==> src/hw/dedekindPkg.sv <==
package dedekindPkg;

    // Bot and top words index the vertices of a 7-cube
    localparam int botWidth   = 128;         // One bit per hypercube vertex
    localparam int cubeDims   = 7;           // Vertex index width
    localparam int countWidth = 3;           // pcoeffCount width
    localparam int maxCount   = 7;           // Saturation point, means seven or more
    localparam int sumWidth   = 38;          // Running sum of 2^count per top

    // One item as offered on the kernel input
    typedef struct packed {
        logic                startNewTop;    // Bot word becomes the new top
        logic [botWidth-1:0] bot;
    } botItem;

    // Vertex set handed from intake to the counter
    typedef struct packed {
        logic                newTop;         // Restarts the running sum downstream
        logic [botWidth-1:0] mask;           // Vertices set in top and clear in bot
    } maskItem;

    // One result leaving the pipeline
    typedef struct packed {
        logic [sumWidth-1:0]   summedData;
        logic [countWidth-1:0] pcoeffCount;
    } pcoeffResult;

    // Flood fill FSM of the component counter
    typedef enum logic [1:0] {
        idle   = 2'd0,                       // Waiting for a mask
        seed   = 2'd1,                       // Pick lowest remaining vertex
        expand = 2'd2,                       // Grow region one hop per cycle
        finish = 2'd3                        // Count is final
    } countState;

endpackage
==> src/hw/openCLFullPipeline.sv <==
`timescale 1ns/1ps

module openCLFullPipeline (
    input  logic                              clk,
    input  logic                              rst,
    input  logic                              ivalid,
    input  logic                              startNewTop,
    input  logic [dedekindPkg::botWidth-1:0]  bot,
    output logic                              oready,
    output logic                              ovalid,
    output dedekindPkg::pcoeffResult          result
);
    import dedekindPkg::*;

    botItem                item;
    logic                  maskValid;
    maskItem               maskOut;
    logic                  busy;
    logic                  countDone;
    logic [countWidth-1:0] countOut;
    logic                  newTopOut;

    assign item.startNewTop = startNewTop;
    assign item.bot         = bot;

    botIntake u_botIntake (
        .clk       (clk),
        .rst       (rst),
        .ivalid    (ivalid),
        .item      (item),
        .oready    (oready),
        .maskValid (maskValid),
        .maskOut   (maskOut),
        .busy      (busy)
    );

    componentCounter u_componentCounter (
        .clk       (clk),
        .rst       (rst),
        .maskValid (maskValid),
        .maskIn    (maskOut),
        .busy      (busy),
        .countDone (countDone),
        .countOut  (countOut),
        .newTopOut (newTopOut)
    );

    pcoeffAccumulator u_pcoeffAccumulator (
        .clk       (clk),
        .rst       (rst),
        .countDone (countDone),
        .countIn   (countOut),
        .newTop    (newTopOut),
        .ovalid    (ovalid),
        .result    (result)
    );

endmodule

==> src/hw/pcoeffAccumulator.sv <==
`timescale 1ns/1ps

module pcoeffAccumulator (
    input  logic                               clk,
    input  logic                               rst,
    input  logic                               countDone,
    input  logic [dedekindPkg::countWidth-1:0] countIn,
    input  logic                               newTop,
    output logic                               ovalid,
    output dedekindPkg::pcoeffResult           result
);
    import dedekindPkg::*;

    logic [sumWidth-1:0] runningSum;         // Sum since the last new top
    logic [sumWidth-1:0] term;
    logic [sumWidth-1:0] nextSum;

    assign term    = sumWidth'(1) << countIn; // 2^count
    assign nextSum = newTop ? term : (runningSum + term);

    always_ff @(posedge clk) begin
        if (!rst) begin
            runningSum <= '0;
            ovalid     <= 1'b0;
        end else begin
            ovalid <= countDone;             // One cycle after countDone
            if (countDone) begin
                runningSum <= nextSum;
            end
        end
    end

    always_ff @(posedge clk) begin
        if (countDone) begin
            result.summedData  <= nextSum;
            result.pcoeffCount <= countIn;
        end
    end

endmodule

==> src/hw/componentCounter.sv <==
`timescale 1ns/1ps

module componentCounter (
    input  logic                                clk,
    input  logic                                rst,
    input  logic                                maskValid,
    input  dedekindPkg::maskItem                maskIn,
    output logic                                busy,
    output logic                                countDone,
    output logic [dedekindPkg::countWidth-1:0]  countOut,
    output logic                                newTopOut
);
    import dedekindPkg::*;

    countState             state;
    countState             stateNext;
    logic [botWidth-1:0]   remaining;        // Vertices not yet in a counted component
    logic [botWidth-1:0]   region;           // Component being flooded
    logic [botWidth-1:0]   grown;            // Region after one more hop
    logic [botWidth-1:0]   lowestBit;        // Seed candidate
    logic [botWidth-1:0]   leftOver;         // Remaining once region is removed
    logic [countWidth-1:0] count;
    logic                  newTopReg;        // Flag carried along with the mask
    logic                  regionStable;
    logic                  lastComponent;

    // One hop of flood fill across all cube dimensions
    function automatic logic [botWidth-1:0] growRegion(
        input logic [botWidth-1:0] cur,
        input logic [botWidth-1:0] avail
    );
        logic [botWidth-1:0] next;
        next = cur;
        for (int v = 0; v < botWidth; v++) begin
            for (int d = 0; d < cubeDims; d++) begin
                if (avail[v] && cur[v ^ (1 << d)]) begin
                    next[v] = 1'b1;          // Neighbour differs in bit d only
                end
            end
        end
        return next;
    endfunction

    assign grown         = growRegion(region, remaining);
    assign regionStable  = (grown == region);
    assign leftOver      = remaining & ~region;
    assign lowestBit     = remaining & (~remaining + 1'b1);

    // Stop when the graph is used up or the count saturates
    assign lastComponent = (leftOver == '0) || (count == countWidth'(maxCount - 1));

    always_comb begin
        stateNext = state;
        case (state)
            idle: begin
                if (maskValid) begin
                    stateNext = seed;
                end
            end
            seed: begin
                if (remaining == '0) begin
                    stateNext = finish;      // Empty graph, count stays zero
                end else begin
                    stateNext = expand;
                end
            end
            expand: begin
                if (regionStable) begin
                    stateNext = lastComponent ? finish : seed;
                end
            end
            finish: begin
                stateNext = idle;
            end
            default: begin
                stateNext = idle;
            end
        endcase
    end

    always_ff @(posedge clk) begin
        if (!rst) begin
            state <= idle;
            count <= '0;
        end else begin
            state <= stateNext;
            if (state == idle && maskValid) begin
                count <= '0;
            end else if (state == expand && regionStable) begin
                count <= count + 1'b1;       // Region closed, one more component
            end
        end
    end

    always_ff @(posedge clk) begin
        case (state)
            idle: begin
                if (maskValid) begin
                    remaining <= maskIn.mask;
                    newTopReg <= maskIn.newTop;
                end
            end
            seed: begin
                region <= lowestBit;
            end
            expand: begin
                if (regionStable) begin
                    remaining <= leftOver;
                end else begin
                    region <= grown;
                end
            end
            default: begin
                region <= region;
            end
        endcase
    end

    // Handshake and result straight from registered state
    assign busy      = (state != idle);
    assign countDone = (state == finish);
    assign countOut  = count;
    assign newTopOut = newTopReg;

endmodule

==> src/hw/botIntake.sv <==
`timescale 1ns/1ps

module botIntake (
    input  logic                 clk,
    input  logic                 rst,
    input  logic                 ivalid,
    input  dedekindPkg::botItem  item,
    output logic                 oready,
    output logic                 maskValid,
    output dedekindPkg::maskItem maskOut,
    input  logic                 busy
);
    import dedekindPkg::*;

    logic [botWidth-1:0] top;                // Current top word
    logic                holdValid;          // Holding register occupied
    maskItem             holdItem;           // Item waiting for the counter
    logic                accept;
    logic                handOver;
    logic [botWidth-1:0] nextMask;

    // Counter takes the held mask whenever it is idle
    assign handOver = holdValid && !busy;

    // Room when empty or being emptied this cycle
    assign oready = !holdValid || handOver;
    assign accept = ivalid && oready;

    // A new top is its own graph
    assign nextMask = item.startNewTop ? item.bot : (top & ~item.bot);

    always_ff @(posedge clk) begin
        if (!rst) begin
            top       <= '0;
            holdValid <= 1'b0;
        end else begin
            if (accept && item.startNewTop) begin
                top <= item.bot;
            end
            if (accept) begin
                holdValid <= 1'b1;
            end else if (handOver) begin
                holdValid <= 1'b0;
            end
        end
    end

    always_ff @(posedge clk) begin
        if (accept) begin
            holdItem.newTop <= item.startNewTop;
            holdItem.mask   <= nextMask;
        end
    end

    assign maskValid = holdValid;
    assign maskOut   = holdItem;

endmodule

==> config.mk <==
export PLATFORM = sky130hd
export DESIGN_NAME = openCLFullPipeline
export DESIGN_NICKNAME = d
export VERILOG_FILES = /design/src/hw/dedekindPkg.sv /design/src/hw/openCLFullPipeline.sv /design/src/hw/pcoeffAccumulator.sv /design/src/hw/componentCounter.sv /design/src/hw/botIntake.sv
export SDC_FILE = /design/constraint.sdc
export NUM_CORES = 2
export LEC_CHECK = 0
export ABC_AREA = 1
export BUFFER_PORTS_ARGS = -buffer_cell sky130_fd_sc_hd__buf_2
export CAP_MARGIN = 20
export CORE_UTILIZATION = 55
export DETAILED_ROUTE_END_ITERATION = 10
export PLACE_DENSITY = 0.81
export SYNTH_ARGS = -nofsm -noshare
export SYNTH_HDL_FRONTEND = slang
export SYNTH_SLANG_ARGS = --single-unit
export TNS_END_PERCENT = 5
==> constraint.sdc <==
create_clock -name clk -period 12.7 [get_ports clk]
set_input_delay 0.635 -clock clk [delete_from_list [all_inputs] [get_ports clk]]
set_output_delay 0.635 -clock clk [all_outputs]
set_load 0.1 [all_outputs]
# Word-level counts from Yosys, hierarchy flattened
# Index checks and enable logic that the tools add are counted.
[op_classes]
multipliers = 0
magnitude_cmp = 0
div_mod_pow = 0
n_bitwise = 7
n_shift = 1
n_reduce_logical = 917
n_mux = 910
eq_ne = 8
add_sub_neg = 3
[ops]
columns = ["operator", "count"]
rows = [
  ["$logic_and 1x1->1", 901],
  ["$mux 1", 899],
  ["$mux 128", 4],
  ["$pmux 128 s2", 2],
  ["$and 128x128->128", 3],
  ["$not 128->128", 3],
  ["$logic_not 128->1", 2],
  ["$add 128x1->128 const B", 1],
  ["$eq 128x128->1", 1],
  ["$add 38x38->38", 1],
  ["$mux 38", 1],
  ["$shl 1x3->38 const A", 1],
  ["$pmux 2 s4", 1],
  ["$reduce_bool 2->1", 4],
  ["$mux 2", 3],
  ["$reduce_and 2->1", 3],
  ["$eq 2x2->1 const B", 2],
  ["$ne 2x2->1 const B", 2],
  ["$add 3x1->3 const B", 1],
  ["$eq 3x3->1 const B", 1],
  ["$reduce_and 3->1", 1],
  ["$eq 2x1->1 const B", 1],
  ["$logic_not 1->1", 2],
  ["$logic_not 2->1", 1],
  ["4 further kinds", 5],
]
[word_totals]
output_inout_bits = 43
memories = 0
rom_bits = 0
register_bits = 600
latchBits = 0
elab_cells = 1859
ramBits = 0

# Logic depth before layout (Yosys ltp)
[logic_depth]
depth_word = 11
depth_mapped = 17

# Cells and area by module
# From an unflattened synthesis, not the netlist that was laid out.
[unflattened]
cells_unflattened = 4731
hier_area_um2 = 34973.5
[by_module_without_submodules]
columns = ["mod", "n_inst", "seq_area_each_um2", "cells_per_inst", "area_each_um2"]
rows = [
  ["componentCounter", 1, 7817.5, 2612, 18425.2],
  ["botIntake", 1, 6456.2, 1512, 11982.7],
  ["pcoeffAccumulator", 1, 2011.9, 607, 4565.6],
]

# Worst setup path after synthesis
# No wires, ideal clock.
[synth_path]
path_type = "reg-to-reg"
startpoint = "register u_componentCounter.state[1]"
endpoint = "register u_componentCounter.remaining[0], enable pin"
setup_ps = 792
arrival_ps = 9487
t_required_ps = 11908
slack_ps = 2421
n_path_buf = 0
stages_incl_launch_ff = 4
period_less_slack_ps = 10279
cell_sequence = "dfxtp_1 nor2_1 inv_1 o21ai_0"
[synth_via]
elab_chain_len = 3
[synth_lines]
columns = ["item", "line", "text"]
rows = [
  ["from (decl)", "componentCounter.sv:15", "countState state;"],
  ["from (signal assigned)", "componentCounter.sv:83", "state <= idle;"],
  ["from (signal assigned)", "componentCounter.sv:86", "state <= stateNext;"],
  ["$eq 2x2->1 / $logic_not 2->1 (equally long branches)", "componentCounter.sv:96", "case (state)"],
  ["$ne 2x1->1 (no line), or another cell as far along", "n/a", ""],
  ["$reduce_and 3->1 (no line) (*)", "n/a", ""],
  ["to (signal assigned)", "componentCounter.sv:99", "remaining <= maskIn.mask;"],
  ["to (signal assigned)", "componentCounter.sv:108", "remaining <= leftOver;"],
  ["to (decl)", "componentCounter.sv:17", "logic [botWidth-1:0] remaining;"],
]
# Every way passes the cells marked *; elsewhere a longest branch is shown, timed or not.
# A chain may end at the register's enable or synchronous reset.

# Final worst setup path
[layout_path]
startpoint = "register u_componentCounter.region[48]"
endpoint = "register u_componentCounter.remaining[56], enable pin"
[layout_via]
elab_chain_len = 11
[layout_lines]
columns = ["item", "line", "text"]
rows = [
  ["from (decl)", "componentCounter.sv:18", "logic [botWidth-1:0] region;"],
  ["from (signal assigned)", "componentCounter.sv:104", "region <= lowestBit;"],
  ["from (signal assigned)", "componentCounter.sv:110", "region <= grown;"],
  ["from (signal assigned)", "componentCounter.sv:114", "region <= region;"],
  ["$logic_and 1x1->1", "componentCounter.sv:36", "if (avail[v] && cur[v ^ (1 << d)]) begin"],
  ["$mux 1 (7 in series)", "componentCounter.sv:36", ""],
  ["$eq 128x128->1 (*)", "componentCounter.sv:45", "assign regionStable = (grown == region);"],
  ["$ne 2x1->1 (no line) (*)", "n/a", ""],
  ["$reduce_and 3->1 (no line) (*)", "n/a", ""],
]
# Marked as above.

==> impl_metrics.toml <==
[clocking]
clk_latency_ps = 630
cts_made_buffers = 66
postCtsSetupRepairBufs = 0
hold_buffers = 0
cts_resized = 0
cts_tree = "yes"
clock_sinks = 600
cts.clk_slew.worst_paths_ps = 60
clock_path_buffers = 3
root_buffer = "clkbuf_16"
htree_levels = 3

[power_and_ir_drop]
peakVddDrop_mv = 0.127
switching_share_pct = 35.9
p_switching_mw = 2.17
power.leakage_nw = 14.9
internal_power_mw = 3.87
powerDensity_nw_per_um2 = 165
combPwrFrac_pct = 20.2
p_clk_share_pct = 33.8
finalPower_mw = 6.04
seq_power_share_pct = 46.0

[place]
port-buffer-count = 174
gp_congestion = 1.16
postPlaceCellArea_um2 = 34200
place_hpwl_um = 103000

[floorplanning]
start_util_pct = 55.6
die_area_um2 = 60500
die_x_um = 246
core_um2 = 58900
rows = 89
ioPinCount = 175
die_h_um = 246

[sta]
timing.fmax_mhz = 234
hold_viol_final = 0
setup-tns-final_ps = 0
relSlewSlack_pct = 25.3
rsz0062_at_grt = "no"
period_share_pct = 33.7
setup_viol = 0
period_needed_ps = 4280
slew_violations = 0
clock_skew_ps = 26.7
tightest_slew_ps = 1120

[worst_setup_path]
r2r_slack_ps = 8420
rr_worst_depth = 15
cpPeakStageDelay_ps = 570
timing.rr.end = "u_componentCounter.remaining[56]"
worst-path-max-fanout = 69
timing.rr.start = "u_componentCounter.region[48]"
slowest_stage = "edfxtp_1"
cp_data_arrival_time_ps = 4540
end_kind = "flip-flop"
crit_type = "flip-flop to flip-flop"
cp_common_cell = "nand2_1"
crit_path_start_kind = "flip-flop"
path_cells = "inv_1, nand2_1, nor2_1, nand2_1, nand3_1, nand2_1, nor2_1, nand2_1, nor2_1, nand2_1, nor2_1, nand3_1, o21ai_4, buf_4, buf_16"
required_ps = 12960

[logic_synthesis]
synth_area_um2 = 32700
synth-warning-count = 0
yosysSeqAreaShare_pct = 49.7
syn_inst = 4238
synth-seq-cells = 600
synth_edf_count = 427
ys.flop_type = "edfxtp_1"
syn_avg_cell_area_um2 = 7.72
postSynth.asyncResetShare_pct = 0
yosysUniqueCellTypes = 56
synth_fp_nets = 4385

[grt]
grt_pass1_wl_um = 194000
grt_pass1_vias = 30500
grt_max_degree = 179
grt_usage_pct = 43.8
overflow = 0
antenna_found_initial = 4

[layout]
fin_nets = 4489
mostFrequentLayoutCells = "nand2_1, a21oi_1, nor2_1"
fillers = 5146
design_area_um2 = 36500
final_common_cell = "nand2_1"
syn_to_final_growth_pct = 11.6
drive_gt1_share_pct = 8.65

[drt]
totalWireLength_um = 135000
drc = 0
vias = 33400
via_per_inst = 6.45
dr.pass1.iters = 7
wl_per_cell_um = 26.0
drtIter0Drc = 5360
route.antenna.remaining_nets = 0

[min_path]
hold_path.class = "input port to flip-flop"
hold_depth = 3
holdPathEnd = "u_botIntake.top[18]"
min_from = "bot[18]"

[run]
drv_cap = 0

[status]
status = "finished, final reports clean"
==> cell families (layout without fill, tap and decap cells) <==
logic type	after synthesis	count (layout)	synth area share, %
adders and majority gates	15	15	0.596
other	0	5	0
xor gates and xnor gates	4	4	0.107
DFF	600	600	49.7
AOI/OAI and AO/OA	873	873	13.9
muxes	2	2	0.0612
buffers and inverters	627	782	7.20
and+or+nand+nor	2117	2117	28.4
==> worst max-delay path by stage <==
stage	from	to	slack, ps	cells after the start
3_5_place_dp	u_componentCounter.region[48]	u_componentCounter.remaining[58]	8410	14
6_report	u_componentCounter.region[48]	u_componentCounter.remaining[56]	8420	15
2_1_floorplan	u_componentCounter.state[1]	u_componentCounter.remaining[0]	2420	3
3_3_place_gp	u_componentCounter.region[48]	u_componentCounter.remaining[58]	8450	14
4_1_cts	u_componentCounter.region[70]	u_componentCounter.remaining[56]	8390	12
5_1_grt	u_componentCounter.state[0]	u_botIntake.top[49]	8240	9
==> final cells by class <==
class	instances	area, um2	area share (%)
Antenna cell	5	12.5	0.0343
Clock buffer	89	1960	5.36
Clock inverter	30	323	0.884
Inverter	468	1770	4.85
Multi-Input combinational cell	3011	14100	38.7
Sequential cell	600	16300	44.6
Tap cell	773	967	2.65
Timing Repair Buffer	195	1070	2.93
==> worst max-delay path: cells and delay by family, from the launching register on <==
| family | cells | cell delay, ps |
|---|---|---|
| flops | 1 | 570 |
| simple gates | 11 | 1920 |
| buf+inv | 3 | 1050 |
| compound gates | 1 | 260 |
==> state kept, by name (all words and copies together) (netlist names) <==
register                        cells
u_botIntake.maskOut               129
u_botIntake.top                   128
u_componentCounter.region         128
u_componentCounter.remaining      128
u_pcoeffAccumulator.result         41
u_pcoeffAccumulator.runningSum     38
u_componentCounter.countOut         3
u_componentCounter.state            2
u_botIntake.maskValid               1
u_componentCounter.newTopOut        1
u_pcoeffAccumulator.ovalid          1
==> per-stage QoR <==
step / hold WS, ps / cells / util [%] / setup slack [ps]
floorplan: 400 / 4238 / - / 2420
global placement: 403 / 5045 / 58.0 / 8450
detailed placement: 408 / 5045 / 58.0 / 8410
CTS: 282 / 5164 / 61.9 / 8390
global route: 309 / 5168 / 62.0 / 8240
finish: 306 / 5171 / 62.0 / 8420
==> routing by layer <==
| layer | vias to the layer above | GRT usage (%) | part of all wire, % |
|---|---|---|---|
| met3 | 480 | 11.4 | 13 |
| met1 | 15600 | 59.3 | 38 |
| met4 | 4 | 21.7 | 5.8 |
| li1 | 14700 | - | - |
| met2 | 2590 | 64.7 | 43 |
| met5 | - | 0 | 0.024 |
==> power groups by stage <==
stage / logic (mW) / registers (mW) / clock network [mW]
final: 1.22 / 2.78 / 2.04
after CTS: 1.16 / 2.74 / 2.04
after global placement: 1.15 / 2.78 / 0
after floorplan: 0.724 / 2.66 / 0
after detailed placement: 1.16 / 2.78 / 0
after global routing: 1.30 / 2.77 / 2.10
==> synth_stat cells (14+ instances only) <==
library cell,instances,area share [%]
nor2_1,516,5.9
nand3_1,336,5.1
o21ai_0,235,3.6
dfxtp_1,173,11
nor3_1,95,1.5
nand2_1,914,10
inv_1,455,5.2
o21ai_1,17,0.26
edfxtp_1,427,39
nand4_1,161,3.1
ha_1,14,0.54
o22ai_1,30,0.57
a21oi_1,550,8.4
nor4_1,25,0.48
clkbuf_1,143,1.6
(Power assumes the default switching activity.)
